<file path="config.mk">
export PLATFORM = sky130hd
export DESIGN_NAME = stm_top
export DESIGN_NICKNAME = d
export VERILOG_FILES = /design/src/common/stm_pkg.sv /design/src/common/stm_rd_req_if.sv /design/src/hw/stm_bank_merge/stm_bank_merge.sv /design/src/hw/stm_bank_merge/stm_ram.sv /design/src/hw/stm_rd_decode.sv /design/src/hw/stm_top.sv /design/src/hw/stm_wr_decode.sv
export VERILOG_INCLUDE_DIRS = /design/src /design/src/common
export SDC_FILE = /design/constraint.sdc
export NUM_CORES = 2
export LEC_CHECK = 0
export BUFFER_PORTS_ARGS = -buffer_cell sky130_fd_sc_hd__buf_2
export CAP_MARGIN = 20
export CORE_UTILIZATION = 46
export CTS_CLUSTER_DIAMETER = 40
export DETAILED_ROUTE_END_ITERATION = 7
export GPL_TIMING_DRIVEN = 0
export PLACE_DENSITY = 0.74
export SYNTH_ARGS = -nofsm -noshare
export SYNTH_HDL_FRONTEND = slang
export SYNTH_HIERARCHICAL = 1
export SYNTH_SLANG_ARGS = --single-unit
</file>
<file path="constraint.sdc">
create_clock -name cclk -period 3.1 [get_ports cclk]
set_input_delay 0 -clock cclk [delete_from_list [all_inputs] [get_ports cclk]]
set_output_delay 0 -clock cclk [all_outputs]
set_load 0.02 [all_outputs]
</file>
<file path="src/common/stm_config.svh">
/*
 * Size settings for the shared table memory.
 * All counts must be powers of two; derived widths are kept by hand
 * and have to be updated together with the counts they depend on.
 */
`ifndef STM_CONFIG_SVH
`define STM_CONFIG_SVH

// Storage organisation
`define STM_BANKS    4      // Banks in the table
`define STM_CHUNKS   2      // Chunks per bank, also words per line
`define STM_ROWS     16     // Rows in each RAM

// Access ports
`define STM_RPORTS   2      // Read ports, higher index wins a conflict

// Data
`define STM_DATA_W   16     // Bits per word

// Derived address widths
// Word address is {bank, row, chunk offset}
`define STM_CHUNK_AW 1      // log2(STM_CHUNKS)
`define STM_ROW_AW   4      // log2(STM_ROWS)
`define STM_BANK_AW  2      // log2(STM_BANKS)
`define STM_ADDR_W   7      // Full word address

`endif

</file>
<file path="src/common/stm_pkg.sv">
/*
 * Shared types for the table memory.
 * A line is {bank, row}; incrementing it may carry into the bank field
 * and wraps from the last bank back to bank 0.
 */
`include "stm_config.svh"

package stm_pkg;

    typedef logic [`STM_DATA_W-1:0]         word_t;  // One data word
    typedef logic [`STM_ROW_AW-1:0]         row_t;   // Row inside a RAM
    typedef logic [`STM_BANK_AW-1:0]        bank_t;  // Bank index
    typedef logic [$clog2(`STM_RPORTS)-1:0] port_t;  // Read port index
    typedef logic [`STM_CHUNK_AW-1:0]       offs_t;  // Chunk offset of a word
    typedef logic [`STM_ADDR_W-1:0]         addr_t;  // Word address

    // Line of CHUNKS words, bank in the upper bits
    typedef struct packed {
        bank_t bank;
        row_t  row;
    } line_t;

    // What a bank chunk does in one cycle
    typedef enum logic [1:0] {
        REQ_IDLE,       // Nothing requested
        REQ_READ,       // Granted read
        REQ_WRITE,      // Write only
        REQ_READ_LOST   // Read requested but lost the RAM cycle
    } req_kind_e;

    // Line that feeds a chunk; chunks below the offset take the next line
    function automatic line_t chunk_line(input addr_t addr, input int unsigned chunk);
        line_t line;
        line = addr[`STM_ADDR_W-1:`STM_CHUNK_AW];
        if (chunk < addr[`STM_CHUNK_AW-1:0]) begin
            line = line + 1'b1;                 // Carry may cross into bank bits
        end
        return line;
    endfunction

endpackage

</file>
<file path="src/common/stm_rd_req_if.sv">
/*
 * Read requests from the read decoder to the bank merge block.
 * Plain one-cycle strobes, no handshake; the merge must accept every cycle.
 */
`timescale 1ns/1ps
`include "stm_config.svh"

interface stm_rd_req_if;

    // Indexed [bank][chunk]
    logic          [`STM_BANKS-1:0][`STM_CHUNKS-1:0] rd_vld;   // Read granted
    stm_pkg::row_t [`STM_BANKS-1:0][`STM_CHUNKS-1:0] rd_row;   // Row to read
    stm_pkg::port_t [`STM_BANKS-1:0][`STM_CHUNKS-1:0] rd_port; // Winning port

    // Indexed [port][chunk]; enabled reads that lost to a higher port
    logic [`STM_RPORTS-1:0][`STM_CHUNKS-1:0] rd_lost;

    // Decoder side
    modport src (
        output rd_vld, rd_row, rd_port, rd_lost
    );

    // Bank merge side
    modport dst (
        input rd_vld, rd_row, rd_port, rd_lost
    );

endinterface

</file>
<file path="src/hw/stm_bank_merge/stm_bank_merge.sv">
/*
 * Owns the bank RAMs and returns read data to the ports.
 * A write beats a read on the same bank chunk; the losing read returns
 * zero with its collision bit set. Output data is per chunk, unrotated.
 */
`timescale 1ns/1ps
`include "stm_config.svh"

module stm_bank_merge (
    input  logic                                             cclk,
    input  logic                                             rst_n_i,
    stm_rd_req_if.dst                                        req,
    input  logic [`STM_BANKS-1:0][`STM_CHUNKS-1:0]           wr_en_i,
    input  stm_pkg::row_t  [`STM_CHUNKS-1:0]                 wr_row_i,
    input  stm_pkg::word_t [`STM_CHUNKS-1:0]                 wr_data_i,
    input  stm_pkg::offs_t [`STM_RPORTS-1:0]                 tag_offs_i,
    input  logic [`STM_RPORTS-1:0]                           tag_vld_i,
    output stm_pkg::word_t [`STM_RPORTS-1:0][`STM_CHUNKS-1:0] rdata_o,
    output logic [`STM_RPORTS-1:0]                           rvalid_o,
    output stm_pkg::offs_t [`STM_RPORTS-1:0]                 roffs_o,
    output logic [`STM_RPORTS-1:0][`STM_CHUNKS-1:0]          rcoll_o
);

    stm_pkg::req_kind_e kind   [`STM_BANKS][`STM_CHUNKS];   // Stage 1 outcome
    stm_pkg::req_kind_e q_kind [`STM_BANKS][`STM_CHUNKS];   // Held across the RAM cycle
    stm_pkg::port_t     q_port [`STM_BANKS][`STM_CHUNKS];   // Owner of the RAM data

    logic [`STM_RPORTS-1:0][`STM_CHUNKS-1:0]           q_lost;     // Lost to a higher port
    stm_pkg::word_t [`STM_BANKS-1:0][`STM_CHUNKS-1:0]  ram_rdata;
    stm_pkg::word_t [`STM_RPORTS-1:0][`STM_CHUNKS-1:0] port_data;
    logic [`STM_RPORTS-1:0][`STM_CHUNKS-1:0]           port_coll;

    // Classify each bank chunk, write has priority
    always_comb begin
        for (int b = 0; b < `STM_BANKS; b++) begin
            for (int c = 0; c < `STM_CHUNKS; c++) begin
                if (wr_en_i[b][c] && req.rd_vld[b][c]) begin
                    kind[b][c] = stm_pkg::REQ_READ_LOST;
                end else if (wr_en_i[b][c]) begin
                    kind[b][c] = stm_pkg::REQ_WRITE;
                end else if (req.rd_vld[b][c]) begin
                    kind[b][c] = stm_pkg::REQ_READ;
                end else begin
                    kind[b][c] = stm_pkg::REQ_IDLE;
                end
            end
        end
    end

    // One RAM per bank chunk, write row overrides the read row
    for (genvar g_b = 0; g_b < `STM_BANKS; g_b++) begin : g_bank
        for (genvar g_c = 0; g_c < `STM_CHUNKS; g_c++) begin : g_chunk
            stm_ram u_ram (
                .cclk    (cclk),
                .en_i    (kind[g_b][g_c] != stm_pkg::REQ_IDLE),
                .we_i    (wr_en_i[g_b][g_c]),
                .addr_i  (wr_en_i[g_b][g_c] ? wr_row_i[g_c] : req.rd_row[g_b][g_c]),
                .wdata_i (wr_data_i[g_c]),
                .rdata_o (ram_rdata[g_b][g_c])
            );
        end
    end

    // E2 stage, lines up with the RAM output
    always_ff @(posedge cclk) begin
        if (!rst_n_i) begin
            q_lost <= '0;
            for (int b = 0; b < `STM_BANKS; b++) begin
                for (int c = 0; c < `STM_CHUNKS; c++) begin
                    q_kind[b][c] <= stm_pkg::REQ_IDLE;
                end
            end
        end else begin
            q_lost <= req.rd_lost;
            q_kind <= kind;
        end
    end

    always_ff @(posedge cclk) begin
        for (int b = 0; b < `STM_BANKS; b++) begin
            for (int c = 0; c < `STM_CHUNKS; c++) begin
                q_port[b][c] <= req.rd_port[b][c];     // Only used with q_kind
            end
        end
    end

    // Bank chain per port chunk; a port chunk hits at most one bank
    always_comb begin
        port_data = '0;
        port_coll = q_lost;                             // Lost to a higher port
        for (int p = 0; p < `STM_RPORTS; p++) begin
            for (int c = 0; c < `STM_CHUNKS; c++) begin
                for (int b = 0; b < `STM_BANKS; b++) begin
                    if (q_port[b][c] == stm_pkg::port_t'(p)) begin
                        if (q_kind[b][c] == stm_pkg::REQ_READ) begin
                            port_data[p][c] = ram_rdata[b][c];
                        end
                        if (q_kind[b][c] == stm_pkg::REQ_READ_LOST) begin
                            port_coll[p][c] = 1'b1;     // Lost to the write
                        end
                    end
                end
            end
        end
    end

    // E3 output stage
    always_ff @(posedge cclk) begin
        if (!rst_n_i) begin
            rvalid_o <= '0;
            rcoll_o  <= '0;
        end else begin
            rvalid_o <= tag_vld_i;
            rcoll_o  <= port_coll;
        end
    end

    always_ff @(posedge cclk) begin
        rdata_o <= port_data;                           // Zero where nothing was read
        roffs_o <= tag_offs_i;
    end

endmodule

</file>
<file path="src/hw/stm_bank_merge/stm_ram.sv">
/*
 * Single-port synchronous RAM for one bank chunk.
 * Read data appears one edge after the request; a write leaves it alone.
 * Contents are not reset.
 */
`timescale 1ns/1ps
`include "stm_config.svh"

module stm_ram (
    input  logic           cclk,
    input  logic           en_i,       // Access this cycle
    input  logic           we_i,       // Write when set, else read
    input  stm_pkg::row_t  addr_i,
    input  stm_pkg::word_t wdata_i,
    output stm_pkg::word_t rdata_o
);

    stm_pkg::word_t mem [`STM_ROWS];   // Row storage

    always_ff @(posedge cclk) begin
        if (en_i) begin
            if (we_i) begin
                mem[addr_i] <= wdata_i;
            end else begin
                rdata_o <= mem[addr_i];   // Holds until the next read
            end
        end
    end

endmodule

</file>
<file path="src/hw/stm_rd_decode.sv">
/*
 * Read request decode for all read ports.
 * Per bank and chunk the highest enabled port wins; lower ports are
 * flagged lost. Requests are registered once, tags twice, so the tags
 * meet the RAM data in the merge block.
 */
`timescale 1ns/1ps
`include "stm_config.svh"

module stm_rd_decode (
    input  logic                                     cclk,
    input  logic                                     rst_n_i,
    input  logic [`STM_RPORTS-1:0][`STM_CHUNKS-1:0]  ren_i,      // Per port chunk enables
    input  stm_pkg::addr_t [`STM_RPORTS-1:0]         raddr_i,    // Per port start address
    stm_rd_req_if.src                                req,
    output stm_pkg::offs_t [`STM_RPORTS-1:0]         tag_offs_o, // Offset, two cycles late
    output logic [`STM_RPORTS-1:0]                   tag_vld_o   // Any enable, two cycles late
);

    stm_pkg::line_t    line  [`STM_RPORTS][`STM_CHUNKS];  // Line of each port chunk
    stm_pkg::req_kind_e pkind [`STM_RPORTS][`STM_CHUNKS]; // Port level outcome

    logic           [`STM_BANKS-1:0][`STM_CHUNKS-1:0] gnt_vld;
    stm_pkg::row_t  [`STM_BANKS-1:0][`STM_CHUNKS-1:0] gnt_row;
    stm_pkg::port_t [`STM_BANKS-1:0][`STM_CHUNKS-1:0] gnt_port;
    logic           [`STM_RPORTS-1:0][`STM_CHUNKS-1:0] lost;

    logic           [`STM_RPORTS-1:0] q_vld_s1;           // First tag stage
    stm_pkg::offs_t [`STM_RPORTS-1:0] q_offs_s1;

    // Chunk lines per port
    always_comb begin
        for (int p = 0; p < `STM_RPORTS; p++) begin
            for (int c = 0; c < `STM_CHUNKS; c++) begin
                line[p][c] = stm_pkg::chunk_line(raddr_i[p], c);
            end
        end
    end

    // Port arbitration, a higher port hitting the same bank takes the chunk
    always_comb begin
        for (int p = 0; p < `STM_RPORTS; p++) begin
            for (int c = 0; c < `STM_CHUNKS; c++) begin
                pkind[p][c] = ren_i[p][c] ? stm_pkg::REQ_READ : stm_pkg::REQ_IDLE;
                for (int q = p + 1; q < `STM_RPORTS; q++) begin
                    if (ren_i[p][c] && ren_i[q][c] &&
                        (line[q][c].bank == line[p][c].bank)) begin
                        pkind[p][c] = stm_pkg::REQ_READ_LOST;
                    end
                end
                lost[p][c] = (pkind[p][c] == stm_pkg::REQ_READ_LOST);
            end
        end
    end

    // Route each winner to its bank, at most one per bank chunk
    always_comb begin
        gnt_vld  = '0;
        gnt_row  = '0;
        gnt_port = '0;
        for (int b = 0; b < `STM_BANKS; b++) begin
            for (int c = 0; c < `STM_CHUNKS; c++) begin
                for (int p = 0; p < `STM_RPORTS; p++) begin
                    if ((pkind[p][c] == stm_pkg::REQ_READ) &&
                        (line[p][c].bank == stm_pkg::bank_t'(b))) begin
                        gnt_vld[b][c]  = 1'b1;
                        gnt_row[b][c]  = line[p][c].row;
                        gnt_port[b][c] = stm_pkg::port_t'(p);
                    end
                end
            end
        end
    end

    // Strobes and tag valids, cleared by reset
    always_ff @(posedge cclk) begin
        if (!rst_n_i) begin
            req.rd_vld  <= '0;
            req.rd_lost <= '0;
            q_vld_s1    <= '0;
            tag_vld_o   <= '0;
        end else begin
            req.rd_vld  <= gnt_vld;                   // E1
            req.rd_lost <= lost;
            for (int p = 0; p < `STM_RPORTS; p++) begin
                q_vld_s1[p] <= |ren_i[p];
            end
            tag_vld_o   <= q_vld_s1;                  // E2, merge takes it at E3
        end
    end

    // Payload, only meaningful with the matching valid
    always_ff @(posedge cclk) begin
        req.rd_row  <= gnt_row;
        req.rd_port <= gnt_port;
        for (int p = 0; p < `STM_RPORTS; p++) begin
            q_offs_s1[p] <= raddr_i[p][`STM_CHUNK_AW-1:0];
        end
        tag_offs_o  <= q_offs_s1;
    end

endmodule

</file>
<file path="src/hw/stm_top.sv">
/*
 * Shared table memory, two read ports and one write port.
 * Read results come out three edges after the request is sampled, one
 * cycle wide, per chunk and unrotated with the start offset. No back-pressure.
 */
`timescale 1ns/1ps
`include "stm_config.svh"

module stm_top (
    input  logic                                              cclk,
    input  logic                                              rst_n_i,
    input  logic [`STM_RPORTS-1:0][`STM_CHUNKS-1:0]           i_ren_i,
    input  stm_pkg::addr_t [`STM_RPORTS-1:0]                  i_raddr_i,
    input  logic [`STM_CHUNKS-1:0]                            i_wen_i,
    input  stm_pkg::addr_t                                    i_waddr_i,
    input  stm_pkg::word_t [`STM_CHUNKS-1:0]                  i_wdata_i,
    output logic [`STM_RPORTS-1:0]                            o_rvalid_o,
    output stm_pkg::offs_t [`STM_RPORTS-1:0]                  o_roffs_o,
    output stm_pkg::word_t [`STM_RPORTS-1:0][`STM_CHUNKS-1:0] o_rdata_o,
    output logic [`STM_RPORTS-1:0][`STM_CHUNKS-1:0]           o_rcoll_o
);

    // Write path, decode to merge
    logic [`STM_BANKS-1:0][`STM_CHUNKS-1:0] wr_en;
    stm_pkg::row_t  [`STM_CHUNKS-1:0]       wr_row;
    stm_pkg::word_t [`STM_CHUNKS-1:0]       wr_data;

    // Read tags, delayed to the RAM output
    stm_pkg::offs_t [`STM_RPORTS-1:0]       tag_offs;
    logic [`STM_RPORTS-1:0]                 tag_vld;

    stm_rd_req_if rd_req_if ();

    stm_rd_decode u_rd_decode (
        .cclk       (cclk),
        .rst_n_i    (rst_n_i),
        .ren_i      (i_ren_i),
        .raddr_i    (i_raddr_i),
        .req        (rd_req_if.src),
        .tag_offs_o (tag_offs),
        .tag_vld_o  (tag_vld)
    );

    stm_wr_decode u_wr_decode (
        .cclk      (cclk),
        .rst_n_i   (rst_n_i),
        .wen_i     (i_wen_i),
        .waddr_i   (i_waddr_i),
        .wdata_i   (i_wdata_i),
        .wr_en_o   (wr_en),
        .wr_row_o  (wr_row),
        .wr_data_o (wr_data)
    );

    stm_bank_merge u_bank_merge (
        .cclk       (cclk),
        .rst_n_i    (rst_n_i),
        .req        (rd_req_if.dst),
        .wr_en_i    (wr_en),
        .wr_row_i   (wr_row),
        .wr_data_i  (wr_data),
        .tag_offs_i (tag_offs),
        .tag_vld_i  (tag_vld),
        .rdata_o    (o_rdata_o),
        .rvalid_o   (o_rvalid_o),
        .roffs_o    (o_roffs_o),
        .rcoll_o    (o_rcoll_o)
    );

endmodule

</file>
<file path="src/hw/stm_wr_decode.sv">
/*
 * Write request decode for the single write port.
 * Write data is per chunk and unrotated: word c lands in chunk c, on the
 * line that the chunk mapping gives for the write address.
 */
`timescale 1ns/1ps
`include "stm_config.svh"

module stm_wr_decode (
    input  logic                                    cclk,
    input  logic                                    rst_n_i,
    input  logic [`STM_CHUNKS-1:0]                  wen_i,      // Per chunk enable
    input  stm_pkg::addr_t                          waddr_i,    // Start address
    input  stm_pkg::word_t [`STM_CHUNKS-1:0]        wdata_i,    // Per chunk data
    output logic [`STM_BANKS-1:0][`STM_CHUNKS-1:0]  wr_en_o,    // One-hot bank per chunk
    output stm_pkg::row_t  [`STM_CHUNKS-1:0]        wr_row_o,
    output stm_pkg::word_t [`STM_CHUNKS-1:0]        wr_data_o
);

    stm_pkg::line_t wline [`STM_CHUNKS];                       // Line per chunk
    logic [`STM_BANKS-1:0][`STM_CHUNKS-1:0] wen_dec;           // Bank decoded enables

    // Same line mapping as the read ports
    always_comb begin
        for (int c = 0; c < `STM_CHUNKS; c++) begin
            wline[c] = stm_pkg::chunk_line(waddr_i, c);
        end
    end

    // Bank select per chunk
    always_comb begin
        for (int b = 0; b < `STM_BANKS; b++) begin
            for (int c = 0; c < `STM_CHUNKS; c++) begin
                wen_dec[b][c] = wen_i[c] && (wline[c].bank == stm_pkg::bank_t'(b));
            end
        end
    end

    always_ff @(posedge cclk) begin
        if (!rst_n_i) begin
            wr_en_o <= '0;
        end else begin
            wr_en_o <= wen_dec;                                // E1, RAM writes at E2
        end
    end

    // Row and data ride along with the enables
    always_ff @(posedge cclk) begin
        for (int c = 0; c < `STM_CHUNKS; c++) begin
            wr_row_o[c] <= wline[c].row;
        end
        wr_data_o <= wdata_i;
    end

endmodule

</file>
Word level (Yosys, flattened, before mapping)
Memories as Yosys holds them, arrays and structs flattened. A register that Yosys moved wholly into a read port is not among the register bits.
Index checks and enable logic that the tools add are counted.
{"block": "totals", "ram_bits": 2056, "inputBits": 61, "reg_bits": 200, "elab_cells": 349, "rom_bits": 0, "latch_bits": 0, "mem_count": 9, "out_inout_bits": 72}
{"name": "u_bank_merge.g_bank[0].g_chunk[0].u_ram.mem", "words": 16, "word_bits": 16, "rd": 1, "rd_clocked_by_memory_dff": 1, "write_ports": 1, "line_no": "stm_ram.sv:18", "text": "stm_pkg::word_t mem [`STM_ROWS];"}
{"name": "u_bank_merge.g_bank[0].g_chunk[1].u_ram.mem", "words": 16, "word_bits": 16, "rd": 1, "rd_clocked_by_memory_dff": 1, "write_ports": 1, "line_no": "stm_ram.sv:18"}
{"name": "u_bank_merge.g_bank[1].g_chunk[0].u_ram.mem", "words": 16, "word_bits": 16, "rd": 1, "rd_clocked_by_memory_dff": 1, "write_ports": 1, "line_no": "stm_ram.sv:18"}
{"name": "u_bank_merge.g_bank[1].g_chunk[1].u_ram.mem", "words": 16, "word_bits": 16, "rd": 1, "rd_clocked_by_memory_dff": 1, "write_ports": 1, "line_no": "stm_ram.sv:18"}
{"name": "u_bank_merge.g_bank[2].g_chunk[0].u_ram.mem", "words": 16, "word_bits": 16, "rd": 1, "rd_clocked_by_memory_dff": 1, "write_ports": 1, "line_no": "stm_ram.sv:18"}
{"name": "u_bank_merge.g_bank[2].g_chunk[1].u_ram.mem", "words": 16, "word_bits": 16, "rd": 1, "rd_clocked_by_memory_dff": 1, "write_ports": 1, "line_no": "stm_ram.sv:18"}
{"name": "+3 memories"}
{"block": "classes", "n_shift": 0, "bitwise_logic": 8, "n_reduce_logical": 60, "n_mux": 167, "n_addsub": 3, "div": 0, "multipliers": 0, "magnitude_cmp": 3, "eq_ne": 44}
{"op": "$mux W16", "n": 30}
{"op": "$mux W4", "n": 24}
{"op": "$mux W1", "n": 92}
{"op": "$eq A2 B2 Y1 const B", "n": 24}
{"op": "$eq A2 B1 Y1 const B", "n": 18}
{"op": "$logic_and A1 B1 Y1", "n": 36}
{"op": "$mux W2", "n": 18}
{"op": "$add A6 B1 Y6 const B", "n": 3}
{"op": "$mux W6", "n": 3}
{"op": "$reduce_and A2 Y1", "n": 8}
{"op": "$reduce_bool A2 Y1", "n": 8}
{"op": "$logic_not A2 Y1", "n": 6}
{"op": "$not A1 Y1", "n": 8}
{"op": "$eq A2 B2 Y1", "n": 2}
{"op": "$reduce_or A2 Y1", "n": 2}
{"op": "$lt A1 B1 Y1 const A", "n": 3}

Logic depth before layout (Yosys ltp)
{"block": "logic_depth", "ltp_word": 9, "ltp_mapped": 7, "mapped_depth_nobuf": 5}

By module
Netlist, hierarchy kept.
{"mod": "stm_ram", "cells_per_inst": 438, "seq_area_each_um2": 8167.8, "area_per_inst_um2": 10253.6, "n_inst": 8}
{"mod": "stm_bank_merge", "cells_per_inst": 505, "seq_area_each_um2": 2001.9, "area_per_inst_um2": 4596.9, "n_inst": 1}
{"mod": "stm_rd_decode", "cells_per_inst": 231, "seq_area_each_um2": 1161.1, "area_per_inst_um2": 2293.4, "n_inst": 1}
{"mod": "stm_wr_decode", "cells_per_inst": 76, "seq_area_each_um2": 960.9, "area_per_inst_um2": 1144.8, "n_inst": 1}

Least setup slack after synthesis
Ideal clock, no wire load.
{"block": "synth_path", "path_type": "reg2reg", "from": "reg u_wr_decode/wr_en_o[0] in the netlist's numbering", "to": "mem u_bank_merge/g_bank[0].g_chunk[0].u_ram/mem[0][0] in the netlist's numbering (enable)", "required_ns": 2.691, "n_path_buf": 2, "synth_period_minus_slack_ns": 3.115, "setup_time_ns": 0.409, "path_slack_ns": -0.015, "arrival_time_ns": 2.706, "stages_incl_launch_ff": 6, "path_cell_list": "dfxtp_1 > mux2_2 > buf_6 > buf_2 > or3_1 > nor3_1"}
{"block": "synth_via", "elab_chain_len": 5, "word_cells_on_any_way": 8, "classes_between": "mux: 6; reduce/logical: 2"}
{"item": "start, declared", "line_no": "stm_wr_decode.sv:15", "text": "output logic [`STM_BANKS-1:0][`STM_CHUNKS-1:0] wr_en_o,"}
{"item": "start signal, assigned", "line_no": "stm_wr_decode.sv:43", "text": "wr_en_o <= wen_dec;"}
{"item": "$mux W2 / $logic_and A1 B1 Y1 (equally long branches)", "line_no": "stm_bank_merge.sv:39, stm_bank_merge.sv:37"}
{"item": "$mux W2", "line_no": "stm_bank_merge.sv:37", "text": "if (wr_en_i[b][c] && req.rd_vld[b][c]) begin"}
{"item": "$reduce_bool A2 Y1", "line_no": "stm_bank_merge.sv:55", "text": ".en_i (kind[g_b][g_c] != stm_pkg::REQ_IDLE),"}
{"item": "$mux W1", "line_no": "stm_ram.sv:21", "text": "if (en_i) begin"}
{"item": "$mux W1 (not written as such)", "line_no": "stm_ram.sv:23", "text": "mem[addr_i] <= wdata_i;"}
{"item": "end, declared", "line_no": "stm_ram.sv:18"}
Parallel ways exist; a longest one is shown, timed or not.

Worst setup path after layout
{"block": "layout_path", "from": "reg u_wr_decode/wr_en_o[7] in the netlist's numbering", "to": "mem u_bank_merge/g_bank[3].g_chunk[1].u_ram/mem[10][11] in the netlist's numbering (enable)"}
{"block": "layout_via", "elab_chain_len": 5, "word_cells_on_any_way": 8, "classes_between": "mux: 6; reduce/logical: 2"}
{"item": "$mux W2 / $logic_and A1 B1 Y1 (equally long branches)", "line_no": "stm_bank_merge.sv:39, stm_bank_merge.sv:37"}
{"item": "$mux W2", "line_no": "stm_bank_merge.sv:37"}
{"item": "$reduce_bool A2 Y1", "line_no": "stm_bank_merge.sv:55"}
{"item": "$mux W1", "line_no": "stm_ram.sv:21"}
{"item": "$mux W1 (not written as such)", "line_no": "stm_ram.sv:23"}
{"item": "end, declared", "line_no": "stm_ram.sv:18"}
Parallel ways exist; a longest one is shown, timed or not.

==> summary.md <==
| Metric | Value |
|---|---|
| Hold Worst Slack | 61.62 ps |
| # nets final | 5186 |
| Clock root buffer | clkbuf_16 |
| Fillcell total | 13440 |
| Clock buffer depth | 4 |
| Stages on worst setup path | 7 |
| Setup-failing EPs final | 22 |
| Met3 wire length | 22.34 mm |
| Detailed-route wire length per cell | 29.29 µm |
| Antenna violations before repair | 18 |
| Final worst slack | -68.32 ps |
| Clock sinks | 2382 |
| HP Class | input pin to flop |
| Post-layout instance area | 109700 µm² |
| Sequential power share | 47.6% |
| Slowest stage delay, CP | 550 ps |
| CP required | 3730 ps |
| Crit path DAT | about 3800 ps |
| Initial Util | between 40% and 50% |
| Reg2reg setup slack | -70 ps |
| Logic pwr share | 5.5% |
| Final ANT Viol Nets | 0 |
| Synth-to-Final Area Change | 21.81% |
| Clock power share | 46.9% |
| Hpwl dp | 138.8 mm |
| Outcome | finished, violations left |
| Util after Layout | 56.32% |
| TritonCTS clock tree | done |
| Num CTS Buffers | just over 300 |
| Critical path buffer and inverter count | 4 |
| Initial DRC Count | 6583 |
| DR top layer | met5 |
| PD cells | 684.4 nW/µm² |
| Largest net degree at the start of global routing | 41 |
| Num ports | 133 |
| Routed vias | 48460 |
| Mean Syn Cell Area | between 20 and 25 µm² |
| Critical path class | flop to flop |
| Via density | 6.069 |
| Core Area | ~190000 µm² |
| Congestion Overflow GR | 0 |
| GPL Wtd Cong | 0.9303 |
| Sequential area share after synthesis | 77.13% |
| Yosys Warn Count | 6 |
| Setup_tns | -870.5 ps |
| Commonest non-fill, non-tap cell in the layout | edfxtp_1 |
| Met2 Wirelength | 115.5 mm |
| CP Launch Type | flop |
| Crit-path leading delay family | buffers and inverters |
| Pint | 58.33 mW |
| Routed WL | 233.9 mm |
| Final min period | 3168 ps |
| Worst vdd ir | 0.7044 mV |
| Total iterations of the first detailed-routing run | 6 |
| Dpl ws | -734.7 ps |
| Failing checks | setup timing |
| Reg-to-reg critical path startpoint | u_wr_decode/wr_en_o[7] |
| DIE HEIGHT | about 440 µm |
| Worst r2r path cells | 7 |
| Site Rows | 162 |
| Switch share | around 22% |
| RSZ-0062 raised after global routing | yes |
| Worst-path clk slew | 60 ps |
| Crit path cell chain | mux2_2 > clkbuf_1 > clkbuf_4 > buf_2 > nand4b_1 > nor2_2 > buf_6 |
| Highest-count cells in the layout ignoring fill and taps | edfxtp_1 (2176), mux4_2 (512), clkbuf_16 (317) |
| Synth async-reset ratio | 0% |
| Die area | between 150000 and 200000 µm² |
| Fmax | 315.6 MHz |
| Final cycle utilization of the critical path | 102.2% |
| Residual DRC | 0 |
| Top_reg_cell synth | edfxtp_1 |
| Synthesized instance count | about 4300 |
| Final hold violations | 0 |
| Crit. Startpoint | u_wr_decode/wr_en_o[7] |
| Synth cell types | just under 60 |
| CP max-delay cell | nor2_2 |
| Die extent in x | 444.5 µm |
| Number of global-route vias before repair | a little under 50000 |
| Post-synth EDFFs | roughly 2200 |
| Gr usage total | 23.31% |
| Critical Path Sink Type | flop |
| Clk_lat worst skew | 950 ps |
| P_sw | roughly 17 mW |
| Worst slew pin tran | 1077 ps |
| Crit-path max FO | 11 |
| # H-tree levels | 5 |
| IO buf count | 127 |
| Yosys reg bits | 2382 |
| Setup Skew | between 80 and 90 ps |
| Mapped Area | approximately 90000 µm² |
| Max transition margin | 27.28% |
| Ratio of cells with drive above 1 in the final layout | 33.15% |
| Final Max Tran Viols | 0 |
| Leak Pwr | approximately 35 nW |
| DP Area | ~96000 µm² |
| Max-cap violations | 0 |
| Wl on met1 | 82.90 mm |
| First-pass GRT wire length | 333.9 mm |
cell type report:
| cell class | count | area, µm² | area share (%) |
|---|---|---|---|
| Sequential cell | 2382 | 69530 | 63.37 |
| Multi-Input combinational cell | 1670 | 19940 | 18.18 |
| Buffer | 255 | 1652 | 1.505 |
| Inverter | 9 | 33.78 | 0.03079 |
| Clock buffer | 358 | 8107 | 7.389 |
| Timing Repair Buffer | 495 | 5115 | 4.662 |
| Antenna cell | 12 | 30.03 | 0.02737 |
| Clock inverter | 179 | 2018 | 1.840 |
| Tap cell | 2624 | 3283 | 2.993 |
layer usage:
layer	GRT usage [%]	vias up
met5	0	-
met4	12.03	6
met3	4.314	669
met2	38.14	3207
met1	29.87	24980
li1	-	19600
sequential cells by signal, summed over array words and instances, names as in the netlist, 4 cells and up:
signal / cells
u_wr_decode/wr_row_o: 8
u_bank_merge/rcoll_o: 4
u_bank_merge/g_bank.g_chunk.u_ram/rdata_o: 128
u_bank_merge/q_port: 8
u_bank_merge/rdata_o: 64
u_bank_merge/q_kind: 16
u_wr_decode/wr_en_o: 8
u_rd_decode/req.rd_row: 32
u_bank_merge/g_bank.g_chunk.u_ram/mem: 2048
u_rd_decode/req.rd_vld: 8
u_rd_decode/req.rd_port: 8
u_wr_decode/wr_data_o: 32
u_bank_merge/q_lost: 4
what timing repair did:
action | 4_1_cts | 5_1_grt
gates resized for setup | 109 | 22
pin swaps | 71 | 17
hold buffers | 132 | 0
setup buffers | 111 | 27
endpoints found under the hold margin | 127 | 0
cloned | 0 | 0
endpoints found under the setup margin | 1918 | 573
cell families (layout without fill, tap and decap cells):
group	after synthesis	in the layout	share of synthesized area, %
DFF	2382	2382	77.13
and+or+nand+nor	617	617	3.297
muxes	563	563	13.42
AOI/OAI and AO/OA	467	467	4.058
buffers and inverters	265	1296	1.863
xor gates and xnor gates	18	18	0.1903
adders and majority gates	3	3	0.04168
other	1	14	0.004164
worst min-delay path, delay by kind of cell:
family	cells	cell delay, ps
AOI/OAI and AO/OA	1	70
and+or+nand+nor	1	70
buffers and inverters	2	800
worst min-delay path by stage:
stage                             start                         to  cells after the start
final                      i_raddr_i[8]  u_rd_decode/req.rd_row[4]                      4
after global routing         i_wen_i[1]     u_wr_decode/wr_en_o[7]                      4
after CTS                  i_raddr_i[8]  u_rd_decode/req.rd_row[4]                      4
after detailed placement  i_wdata_i[16]  u_wr_decode/wr_data_o[16]                      1
after global placement    i_wdata_i[11]  u_wr_decode/wr_data_o[11]                      1
after floorplan            i_raddr_i[0]   u_rd_decode/q_offs_s1[0]                      0
synthesized netlist by cell type (13+ instances only):
cell         n  share of area, %
buf_6       13              0.16
nor2_1     149              0.62
a22oi_2     48              0.67
o31ai_1     46              0.38
o21ai_1     21              0.12
edfxtp_1  2176                73
nor3_1      39              0.22
mux4_2     512                13
nand2_1    246               1.0
a22oi_1    208               1.7
and2_1      32              0.22
o21ai_0     46              0.26
mux2i_1     18              0.20
nand4_1     24              0.17
dfxtp_1    206               4.6
buf_12      24              0.53
a221oi_1    64              0.62
nand4b_1    18              0.18
mux2_2      33              0.41
buf_2       90              0.50
buf_4       19              0.16
nor2b_1     26              0.18
nand2b_1    23              0.16
clkbuf_1    98              0.41
power by group through the flow:
stage	registers, mW	logic, mW	clock network [mW]
final	35.7	4.15	35.2
after global routing	35.7	4.30	36.7
after CTS	35.7	4.05	35.4
after detailed placement	36.4	3.80	0
after global placement	36.6	3.36	0
after floorplan	36.3	2.27	0
per-stage QoR:
step / total power [mW] / std cells
after floorplan: 38.60 / 4317
after global placement: 40.00 / 7068
after detailed placement: 40.16 / 7164
after CTS: 75.10 / 7943
after global routing: 76.76 / 7984
final: 75.09 / 7984
Power figures use the tool's default switching activity.
